==> src/rtl/ql_io_params.svh <==
`ifndef QL_IO_PARAMS_SVH
`define QL_IO_PARAMS_SVH

// ========================================
// Bus geometry
// ========================================
`define QL_IO_ADDR_W      7         // Byte address inside the I/O window
`define QL_DATA_W         16        // 68000 data bus
`define QL_KBD_W          64        // 8 rows x 8 columns

// One-second prescale, CPU clock ticks
`define QL_CLK_HZ         27000000

// ========================================
// Word offsets in the peripheral window
// ========================================
`define QL_OFS_TIMER      0         // $18000..$18003
`define QL_OFS_IPC        1         // $18003
`define QL_OFS_IRQ        16        // $18020/21
`define QL_OFS_DISPLAY    49        // $18063

// Pending / acknowledge bit positions
`define QL_IRQ_VSYNC_BIT  3
`define QL_IRQ_TIMER_BIT  5

`define QL_REPLY_W        16        // IPC return shift register

`endif

==> src/rtl/ql_io_pkg.sv <==
`default_nettype none

package ql_io_pkg;

  // IPC opcodes as sent by QDOS, MSB first
  typedef enum logic [3:0] {
    cmd_init       = 4'd0,
    cmd_status     = 4'd1,   // Get status
    cmd_ser1_open  = 4'd2,
    cmd_ser2_open  = 4'd3,
    cmd_ser1_close = 4'd4,
    cmd_ser2_close = 4'd5,
    cmd_ser1_read  = 4'd6,
    cmd_ser2_read  = 4'd7,
    cmd_key        = 4'd8,   // Read key
    cmd_keyrow     = 4'd9,   // Read key row, takes a parameter nibble
    cmd_sound_set  = 4'd10,
    cmd_sound_kill = 4'd11,
    cmd_set_ipl    = 4'd12,
    cmd_baud       = 4'd13,
    cmd_random     = 4'd14,
    cmd_test       = 4'd15
  } ipc_cmd_e;

  // Serial engine phases
  typedef enum logic [1:0] {
    st_idle  = 2'd0,         // Collecting a command nibble
    st_reply = 2'd1,         // Shifting out the return register
    st_param = 2'd2          // Collecting a parameter nibble
  } ipc_state_e;

endpackage

`default_nettype wire

==> src/rtl/ql_bus_decode.sv <==
`timescale 1ns/1ps
`default_nettype none
`include "ql_io_params.svh"

module ql_bus_decode (
  input  logic                     clk_cpu,
  input  logic                     reset,
  input  logic                     i_req,
  input  logic                     i_wr,
  input  logic [`QL_IO_ADDR_W-1:0] i_addr,
  input  logic [1:0]               i_be,        // [1] upper, [0] lower byte
  input  logic [`QL_DATA_W-1:0]    i_wdata,
  input  logic [31:0]              i_count,
  input  logic [7:0]               i_pending,
  input  logic                     i_reply_bit,
  output logic                     o_timer_clr,
  output logic                     o_timer_adj,
  output logic                     o_irq_ack,
  output logic                     o_ipc_wr,
  output logic [7:0]               o_wbyte,
  output logic                     o_wbit,
  output logic                     o_ack,
  output logic [`QL_DATA_W-1:0]    o_rdata,
  output logic                     o_mode
);
  import ql_io_pkg::*;

  localparam int OFS_W = `QL_IO_ADDR_W - 1;

  logic [OFS_W-1:0]      word_ofs;
  logic                  is_timer, is_ipc, is_irq, is_display;
  logic                  is_count;   // Timer long word for reads
  logic                  wr;
  logic [`QL_DATA_W-1:0] rd_mux;

  // ========================================
  // Offset decode and write strobes
  // ========================================
  assign word_ofs   = i_addr[`QL_IO_ADDR_W-1:1];   // Drop the byte bit
  assign is_timer   = word_ofs == OFS_W'(`QL_OFS_TIMER);
  assign is_ipc     = word_ofs == OFS_W'(`QL_OFS_IPC);
  assign is_irq     = word_ofs == OFS_W'(`QL_OFS_IRQ);
  assign is_display = word_ofs == OFS_W'(`QL_OFS_DISPLAY);
  assign is_count   = (word_ofs >> 1) == OFS_W'(`QL_OFS_TIMER >> 1);   // $18000..$18003

  assign wr = i_req & i_wr;

  assign o_timer_clr = wr & is_timer & i_be[1];   // $18000
  assign o_timer_adj = wr & is_timer & i_be[0];   // $18001
  assign o_ipc_wr    = wr & is_ipc & i_be[0];     // $18003
  assign o_irq_ack   = wr & is_irq & i_be[0];     // $18021

  assign o_wbyte = i_wdata[7:0];
  assign o_wbit  = i_wdata[1];                    // IPC data rides on bit 1

  // Read mux
  always_comb begin
    rd_mux = '0;
    if (is_count)
      rd_mux = i_addr[1] ? i_count[15:0] : i_count[31:16];   // $18002 low half
    else if (is_irq)
      rd_mux = {i_reply_bit, 7'b0, i_pending};   // IPC status over pending
  end

  // ========================================
  // Acknowledge and display mode
  // ========================================
  always_ff @(posedge clk_cpu) begin
    if (reset) begin
      o_ack  <= 1'b0;
      o_mode <= 1'b1;         // 256x256 out of reset
    end else begin
      o_ack <= i_req;         // Always one cycle later
      if (wr && is_display)
        o_mode <= i_wdata[3];
    end
  end

  // Read data lines up with the acknowledge, zero on writes
  always_ff @(posedge clk_cpu) begin
    o_rdata <= (i_req && !i_wr) ? rd_mux : '0;
  end

endmodule

`default_nettype wire

==> src/rtl/ql_rtc.sv <==
`timescale 1ns/1ps
`default_nettype none
`include "ql_io_params.svh"

module ql_rtc #(
  parameter int PRESCALE = `QL_CLK_HZ
) (
  input  logic        clk_cpu,
  input  logic        reset,
  input  logic        i_timer_clr,   // Zero count and byte index
  input  logic        i_timer_adj,   // Replace one count byte
  input  logic [7:0]  i_wbyte,
  output logic [31:0] o_count        // Seconds
);
  import ql_io_pkg::*;

  localparam int PS_W = $clog2(PRESCALE + 1);

  logic [PS_W-1:0] prescaler;
  logic [1:0]      byte_idx;         // Next byte to adjust, 0 = bits 7:0
  logic            tick;

  assign tick = prescaler == PS_W'(PRESCALE - 1);   // One second gone

  always_ff @(posedge clk_cpu) begin
    if (reset) begin
      prescaler <= '0;
      o_count   <= '0;
      byte_idx  <= '0;
    end else begin
      prescaler <= tick ? '0 : prescaler + 1'b1;
      if (i_timer_clr) begin      // Clear beats adjust
        o_count  <= '0;
        byte_idx <= '0;
      end else if (i_timer_adj) begin
        o_count[{byte_idx, 3'b000} +: 8] <= i_wbyte;
        byte_idx <= byte_idx + 1'b1;
      end else if (tick) begin
        o_count <= o_count + 1'b1;
      end
    end
  end

endmodule

`default_nettype wire

==> src/rtl/ql_irq_ctrl.sv <==
`timescale 1ns/1ps
`default_nettype none
`include "ql_io_params.svh"

module ql_irq_ctrl (
  input  logic       clk_cpu,
  input  logic       reset,
  input  logic       i_vsync,       // Raw, from the video side
  input  logic       i_irq_ack,
  input  logic [7:0] i_wbyte,
  input  logic       i_timer_lsb,
  output logic [7:0] o_pending,
  output logic       o_irq
);
  import ql_io_pkg::*;

  logic vsync_s;      // Sync stage
  logic vsync_d;      // Previous synced level
  logic vsync_fall;
  logic vsync_pend;

  always_ff @(posedge clk_cpu) begin
    vsync_s <= i_vsync;
    vsync_d <= vsync_s;
  end

  assign vsync_fall = vsync_d & ~vsync_s;

  // Pending until software acks bit 3
  always_ff @(posedge clk_cpu) begin
    if (reset)
      vsync_pend <= 1'b0;
    else if (i_irq_ack && i_wbyte[`QL_IRQ_VSYNC_BIT])
      vsync_pend <= 1'b0;       // Ack wins over a new edge
    else if (vsync_fall)
      vsync_pend <= 1'b1;
  end

  always_comb begin
    o_pending = '0;
    o_pending[`QL_IRQ_VSYNC_BIT] = vsync_pend;
    o_pending[`QL_IRQ_TIMER_BIT] = i_timer_lsb;   // Free-running, no ack
  end

  assign o_irq = vsync_pend;

endmodule

`default_nettype wire

==> src/rtl/ql_ipc.sv <==
`timescale 1ns/1ps
`default_nettype none
`include "ql_io_params.svh"

module ql_ipc (
  input  logic       clk_cpu,
  input  logic       reset,
  input  logic       i_ipc_wr,      // One strobe per serial bit
  input  logic       i_wbit,
  input  logic [2:0] i_key_row,
  input  logic [2:0] i_key_col,
  input  logic       i_shift,
  input  logic       i_ctrl,
  input  logic       i_alt,
  input  logic       i_any_key,
  input  logic [7:0] i_row_byte,
  output logic       o_reply_bit,
  output logic [2:0] o_row_sel
);
  import ql_io_pkg::*;

  ipc_state_e             state;
  ipc_cmd_e               cmd;
  logic [3:0]             nibble;     // Last bits received, MSB first
  logic [3:0]             nib_next;
  logic [3:0]             bit_cnt;
  logic [3:0]             reply_len;  // Bits to shift out
  logic [`QL_REPLY_W-1:0] ret_q;

  assign nib_next = {nibble[2:0], i_wbit};
  assign cmd      = ipc_cmd_e'(nib_next);

  // Row select includes the bit on the bus so the 4th param write sees it
  assign o_row_sel   = nib_next[2:0];
  assign o_reply_bit = ret_q[`QL_REPLY_W-1];

  // ========================================
  // Serial engine
  // ========================================
  always_ff @(posedge clk_cpu) begin
    if (reset) begin
      state     <= st_idle;
      nibble    <= '0;
      bit_cnt   <= '0;
      reply_len <= '0;
      ret_q     <= '0;
    end else if (i_ipc_wr) begin
      nibble <= nib_next;
      case (state)
        st_idle: begin
          bit_cnt <= bit_cnt + 1'b1;
          if (bit_cnt == 4'd3) begin        // Full command nibble
            bit_cnt <= '0;
            case (cmd)
              cmd_status: begin
                state     <= st_reply;
                reply_len <= 4'd8;
                ret_q     <= {i_any_key, 15'b0};
              end
              cmd_key: begin
                state     <= st_reply;
                reply_len <= 4'd12;
                ret_q     <= {1'b0, i_shift, i_ctrl, i_alt, 2'b00,
                              i_key_row, i_key_col, 4'b0000};
              end
              cmd_keyrow: state <= st_param;  // Row number follows
              default: ;                      // Accepted, no reply
            endcase
          end
        end
        st_param: begin
          bit_cnt <= bit_cnt + 1'b1;
          if (bit_cnt == 4'd3) begin
            state     <= st_reply;
            bit_cnt   <= '0;
            reply_len <= 4'd8;
            ret_q     <= {i_row_byte, 8'b0};
          end
        end
        st_reply: begin
          ret_q <= {ret_q[`QL_REPLY_W-2:0], 1'b0};   // Next bit to bit 15
          if (bit_cnt == reply_len - 1'b1) begin
            state   <= st_idle;
            bit_cnt <= '0;
          end else begin
            bit_cnt <= bit_cnt + 1'b1;
          end
        end
        default: begin
          state   <= st_idle;
          bit_cnt <= '0;
        end
      endcase
    end
  end

endmodule

`default_nettype wire

==> src/rtl/ql_key_encoder.sv <==
`timescale 1ns/1ps
`default_nettype none
`include "ql_io_params.svh"

module ql_key_encoder (
  input  logic [`QL_KBD_W-1:0] i_kbd_matrix,   // Bit row*8+column
  input  logic [2:0]           i_row_sel,
  output logic [2:0]           o_key_row,
  output logic [2:0]           o_key_col,
  output logic                 o_shift,
  output logic                 o_ctrl,
  output logic                 o_alt,
  output logic                 o_any_key,
  output logic [7:0]           o_row_byte
);
  import ql_io_pkg::*;

  logic [7:0] hit_row;   // Row picked by the priority encoder

  // Lowest active row among 0..6, else 7
  always_comb begin
    o_key_row = 3'd7;
    for (int r = 6; r >= 0; r--)
      if (|i_kbd_matrix[r*8 +: 8])
        o_key_row = 3'(r);
  end

  assign hit_row = i_kbd_matrix[{o_key_row, 3'b000} +: 8];

  // Lowest set column, 7 when none below it
  always_comb begin
    o_key_col = 3'd7;
    for (int c = 6; c >= 0; c--)
      if (hit_row[c])
        o_key_col = 3'(c);
  end

  assign o_shift    = i_kbd_matrix[56];
  assign o_ctrl     = i_kbd_matrix[57];
  assign o_alt      = i_kbd_matrix[58];
  assign o_any_key  = |i_kbd_matrix;
  assign o_row_byte = i_kbd_matrix[{i_row_sel, 3'b000} +: 8];   // For read key row

endmodule

`default_nettype wire

==> src/rtl/ql_io_top.sv <==
`timescale 1ns/1ps
`default_nettype none
`include "ql_io_params.svh"

module ql_io_top #(
  parameter int PRESCALE = `QL_CLK_HZ   // Ticks per counter second
) (
  input  logic                     clk_cpu,
  input  logic                     reset,
  input  logic                     i_req,
  input  logic                     i_wr,
  input  logic [`QL_IO_ADDR_W-1:0] i_addr,
  input  logic [1:0]               i_be,
  input  logic [`QL_DATA_W-1:0]    i_wdata,
  input  logic                     i_vsync,
  input  logic [`QL_KBD_W-1:0]     i_kbd_matrix,
  output logic                     o_ack,
  output logic [`QL_DATA_W-1:0]    o_rdata,
  output logic                     o_irq,
  output logic                     o_mode
);
  import ql_io_pkg::*;

  // ========================================
  // Internal strobes and return paths
  // ========================================
  logic        timer_clr;
  logic        timer_adj;
  logic        irq_ack;
  logic        ipc_wr;
  logic [7:0]  wbyte;      // Low data byte of the write
  logic        wbit;       // IPC serial bit
  logic [31:0] count;
  logic [7:0]  pending;
  logic        reply_bit;

  // Keyboard encoder <-> IPC
  logic [2:0]  row_sel;
  logic [2:0]  key_row;
  logic [2:0]  key_col;
  logic        key_shift;
  logic        key_ctrl;
  logic        key_alt;
  logic        any_key;
  logic [7:0]  row_byte;

  ql_bus_decode ql_bus_decode_inst (
    .clk_cpu     (clk_cpu),
    .reset       (reset),
    .i_req       (i_req),
    .i_wr        (i_wr),
    .i_addr      (i_addr),
    .i_be        (i_be),
    .i_wdata     (i_wdata),
    .i_count     (count),
    .i_pending   (pending),
    .i_reply_bit (reply_bit),
    .o_timer_clr (timer_clr),
    .o_timer_adj (timer_adj),
    .o_irq_ack   (irq_ack),
    .o_ipc_wr    (ipc_wr),
    .o_wbyte     (wbyte),
    .o_wbit      (wbit),
    .o_ack       (o_ack),
    .o_rdata     (o_rdata),
    .o_mode      (o_mode)
  );

  ql_rtc #(.PRESCALE(PRESCALE)) ql_rtc_inst (
    .clk_cpu     (clk_cpu),
    .reset       (reset),
    .i_timer_clr (timer_clr),
    .i_timer_adj (timer_adj),
    .i_wbyte     (wbyte),
    .o_count     (count)
  );

  ql_irq_ctrl ql_irq_ctrl_inst (
    .clk_cpu     (clk_cpu),
    .reset       (reset),
    .i_vsync     (i_vsync),
    .i_irq_ack   (irq_ack),
    .i_wbyte     (wbyte),
    .i_timer_lsb (count[0]),    // Timer bit in the pending byte
    .o_pending   (pending),
    .o_irq       (o_irq)
  );

  ql_ipc ql_ipc_inst (
    .clk_cpu     (clk_cpu),
    .reset       (reset),
    .i_ipc_wr    (ipc_wr),
    .i_wbit      (wbit),
    .i_key_row   (key_row),
    .i_key_col   (key_col),
    .i_shift     (key_shift),
    .i_ctrl      (key_ctrl),
    .i_alt       (key_alt),
    .i_any_key   (any_key),
    .i_row_byte  (row_byte),
    .o_reply_bit (reply_bit),
    .o_row_sel   (row_sel)
  );

  ql_key_encoder ql_key_encoder_inst (
    .i_kbd_matrix (i_kbd_matrix),
    .i_row_sel    (row_sel),
    .o_key_row    (key_row),
    .o_key_col    (key_col),
    .o_shift      (key_shift),
    .o_ctrl       (key_ctrl),
    .o_alt        (key_alt),
    .o_any_key    (any_key),
    .o_row_byte   (row_byte)
  );

endmodule

`default_nettype wire

==> config.mk <==
export PLATFORM = sky130hd
export DESIGN_NAME = ql_io_top
export DESIGN_NICKNAME = d
export VERILOG_FILES = /design/src/rtl/ql_io_pkg.sv /design/src/rtl/ql_bus_decode.sv /design/src/rtl/ql_rtc.sv /design/src/rtl/ql_irq_ctrl.sv /design/src/rtl/ql_ipc.sv /design/src/rtl/ql_key_encoder.sv /design/src/rtl/ql_io_top.sv
export VERILOG_INCLUDE_DIRS = /design/src /design/src/rtl
export SDC_FILE = /design/constraint.sdc
export NUM_CORES = 1
export LEC_CHECK = 0
export BUFFER_PORTS_ARGS = -buffer_cell sky130_fd_sc_hd__buf_2
export CORE_MARGIN = 1
export CORE_UTILIZATION = 40
export CTS_BUF_LIST = sky130_fd_sc_hd__clkbuf_16
export DETAILED_ROUTE_END_ITERATION = 10
export SYNTH_ARGS = -nofsm -noshare
export SYNTH_HDL_FRONTEND = slang
export SYNTH_SLANG_ARGS = --single-unit
==> constraint.sdc <==
create_clock -name clk_cpu -period 3 [get_ports clk_cpu]
set_input_delay 0.6 -clock clk_cpu [delete_from_list [all_inputs] [get_ports clk_cpu]]
set_output_delay 0.6 -clock clk_cpu [all_outputs]
set_load 0.01 [all_outputs]
==> flow_metrics.py <==
metrics = {
    "die": {
        "die_x_um": 129,
        "die-area_sq_um": 16600,
        "rows": 45,
        "start_util_pct": 41.6,
        "io_pins": 113,
        "coreArea_sq_um": 15400,
        "die_h_um": 129,
    },
    "setup_path": {
        "path_class": "input pin to flop",
        "critPathCaptureType": "flop",
        "worstPathArrival_ps": 3180,
        "reg2reg_to": "ql_rtc_inst.o_count[16]",
        "startpoint": "i_kbd_matrix[44]",
        "r2r-start": "ql_rtc_inst.prescaler[8]",
        "reg2reg_slack_ps": 330,
        "start_kind": "input pin",
        "reg2reg_depth": 10,
        "worstPathRequired_ps": 3270,
        "path_max_fanout": 3,
    },
    "grt": {
        "first_global_vias": 6066,
        "grt_max_degree": 27,
        "antenna_found_initial": 0,
        "grt-ovfl-total": 0,
        "grt_pass1_wl_mm": 30.9,
        "grt_use_total_pct": 23.8,
    },
    "detailed_routing": {
        "viasPerCell": 5.65,
        "first_pass_iters": 5,
        "vias": 6455,
        "routed_wl_mm": 18.9,
        "ant_nets": 0,
        "drc": 0,
        "wire_per_inst_um": 16.6,
        "drtIter0Drc": 415,
    },
    "placed_design": {
        "dp_hpwl_mm": 14.2,
        "place_congestion": 0.918,
        "port-buffer-count": 103,
    },
    "sta": {
        "final_hold_viol_count": 0,
        "slew_viol_final": 0,
        "final-setup-viol-count": 0,
        "finClkSkew_ps": 9.18,
        "worstMarginPinSlew_ps": 915,
        "fmax_mhz": 344,
        "post-route-period-util_pct": 96.8,
        "layout_min_cycle_time_ps": 2900,
        "timing.hold.ws_ps": 350,
        "slew-limit-headroom_pct": 39.0,
        "rsz0062_at_grt": "no",
    },
    "synthesis": {
        "synth-adder-area-share_pct": 2.14,
        "ys_async_sr_fraction_pct": 0,
        "synthXorXnorAreaFrac_pct": 4.91,
        "synth_area_sq_um": 6420,
        "synthesis.nets": 882,
        "syn_inst": 777,
        "syn-mean-instance-area_sq_um": 8.26,
        "ys_types": 76,
        "yosys.area_share.simple_pct": 26.4,
        "synth_edf_count": 0,
        "synth.area.mux_share_pct": 11.8,
        "synth-seq-area-share_pct": 32.1,
        "ys.flop_type": "dfxtp_1",
        "ys_seq_elements": 103,
        "yosysWarnings": 0,
        "synth_top_family_by_area": "simple AND/OR/NAND/NOR gates",
        "synth_compound_area_share_pct": 19.4,
    },
    "clocking": {
        "cts_made_buffers": 9,
        "cts_tree": "yes",
        "htree_num_levels": 3,
        "clockBufferDepth": 2,
        "clk_pin_slew_ps": 70,
        "clk_latency_ps": 360,
        "clockRootBuffer": "clkbuf_16",
        "cts.sinks": 103,
    },
    "pwr": {
        "leakagePower_nw": 3.08,
        "clock_power_share_pct": 39.4,
        "power.total_mw": 2.72,
        "combPwrFrac_pct": 10.0,
        "switchingPower_mw": 0.666,
        "ir_drop_uv": 323,
        "p_sw_share_pct": 24.5,
        "power.density_nw_per_um2": 344,
        "p_int_mw": 2.06,
        "p_seq_share_pct": 50.6,
    },
    "worst_hold_path": {
        "min_to": "ql_irq_ctrl_inst.vsync_s",
        "hp-start": "i_vsync",
        "hold_depth": 1,
        "hp-class": "input pin to flop",
    },
    "cells_and_area": {
        "synthToLayoutAreaGrowth_pct": 23.1,
        "fin_nets": 1032,
        "drive_gt1_share_pct": 26.6,
        "diodes": 0,
    },
    "run_status": {
        "status": "completed",
    },
    "run": {
        "cap_violations": 0,
    },
}
-- state kept, by name, indices dropped and copies added (netlist names) --
signal,cells
ql_ipc_inst.bit_cnt,4
ql_irq_ctrl_inst.o_irq,1
ql_ipc_inst.state,2
ql_irq_ctrl_inst.vsync_d,1
ql_ipc_inst.nibble,3
ql_irq_ctrl_inst.vsync_s,1
ql_bus_decode_inst.o_rdata,16
ql_rtc_inst.byte_idx,2
ql_ipc_inst.ret_q,12
ql_rtc_inst.o_count,32
ql_bus_decode_inst.o_ack,1
ql_ipc_inst.reply_len,2
ql_bus_decode_inst.o_mode,1
ql_rtc_inst.prescaler,25
-- Yosys cell counts, types with 4 or more instances --
library cell	instances	area (sq um)
nor2_1	114	428
dfxtp_1	103	2060
nand2_1	71	267
a21oi_1	58	290
nand3_1	35	175
o21ai_0	32	160
clkbuf_1	28	105
mux2i_1	25	250
nor3_1	21	105
nor4_1	19	119
xor2_1	19	166
xnor2_1	17	149
mux4_2	16	360
a22oi_1	14	105
nand4_1	14	87.6
inv_1	12	45.0
and3_1	11	68.8
ha_1	11	138
mux2_2	11	124
a31oi_1	10	62.6
a22o_1	9	78.8
nor2b_1	9	56.3
a221oi_1	8	70.1
a211oi_1	7	52.6
and2_1	7	43.8
or3_1	6	37.5
or4_1	6	45.0
buf_2	4	20.0
-- timing repair --
action / 4_1_cts / 5_1_grt
hold endpoints to repair: 0 / 0
buffers inserted: 0 / 1
endpoints found under the setup margin: 0 / 28
hold buffers: 0 / 0
resized for setup: 0 / 8
-- critical path, cell delays in order --
cell and delay, ps:
buf_2 100, or4_4 560, a211oi_4 350, o221a_1 280
buf_4 120, mux2_1 300, a31oi_1 200, o311ai_2 170
nor2_1 140, nand3_1 110, a311oi_2 240
-- cell families (layout without fill, tap and decap cells) --
kind of cell	after synthesis	in the layout
compound gates	181	181
xor+xnor	36	36
fa+ha+maj	11	11
buf+inv	50	205
flops	103	103
mux	54	54
simple gates	342	342
-- per-stage QoR --
stage                     std cells  setup slack [ps]  instance area, sq um  setup TNS [ps]  util, %
final                          1143              95.3                  7900               0     51.2
after global routing           1143              2.27                  7900               0     51.2
after CTS                      1142               119                  7850               0     50.9
after detailed placement       1126              -163                  7580            -474     49.2
after global placement         1126              -131                  7580            -341     49.2
after floorplan                 777               135                  6420               0        -
-- how the worst max path moves through the flow --
| stage | end |
|---|---|
| floorplan | ql_ipc_inst.ret_q[6] |
| global placement | ql_ipc_inst.ret_q[4] |
| detailed placement | ql_ipc_inst.ret_q[4] |
| CTS | ql_rtc_inst.o_count[2] |
| global route | ql_ipc_inst.ret_q[4] |
| finish | ql_ipc_inst.ret_q[6] |
-- cells in the final DEF (no fill, tap or decap), drive strengths merged, types with 8 or more instances in the layout --
cell and n:
a22oi 14, dfxtp 103, nor3 24, a221oi 9, inv 13, ha 11
a31oi 10, and3 11, a22o 9, nand2 73, nand4 14, nor4 22
xor2 19, xnor2 17, nand3 35, o21ai 34, nor2 115, a211oi 8
clkbuf 9, buf 177, nor2b 9, a21oi 59, mux2 13, mux2i 25
mux4 16
-- per-layer routing --
layer | GRT usage [%] | wire [um]
met3 | 5.32 | 1130
met1 | 32.7 | 8920
met2 | 37.0 | 8590
met4 | 7.89 | 297
met5 | 0 | 0
-- final cells by class --
cell class	count	area, sq um
Clock buffer	9	225
Clock inverter	7	41.3
Fill cell	1516	7530
Inverter	12	45.0
Multi-Input combinational cell	624	4190
Sequential cell	103	2060
Tap cell	211	264
Timing Repair Buffer	177	1070
-- power by group through the flow --
stage	registers, mW	clock network (mW)	logic [mW]
finish	1.38	1.07	0.272
global route	1.38	1.16	0.290
CTS	1.38	1.12	0.267
detailed placement	1.41	0	0.266
global placement	1.41	0	0.267
floorplan	1.41	0	0.105
Power figures use the tool's default switching activity.
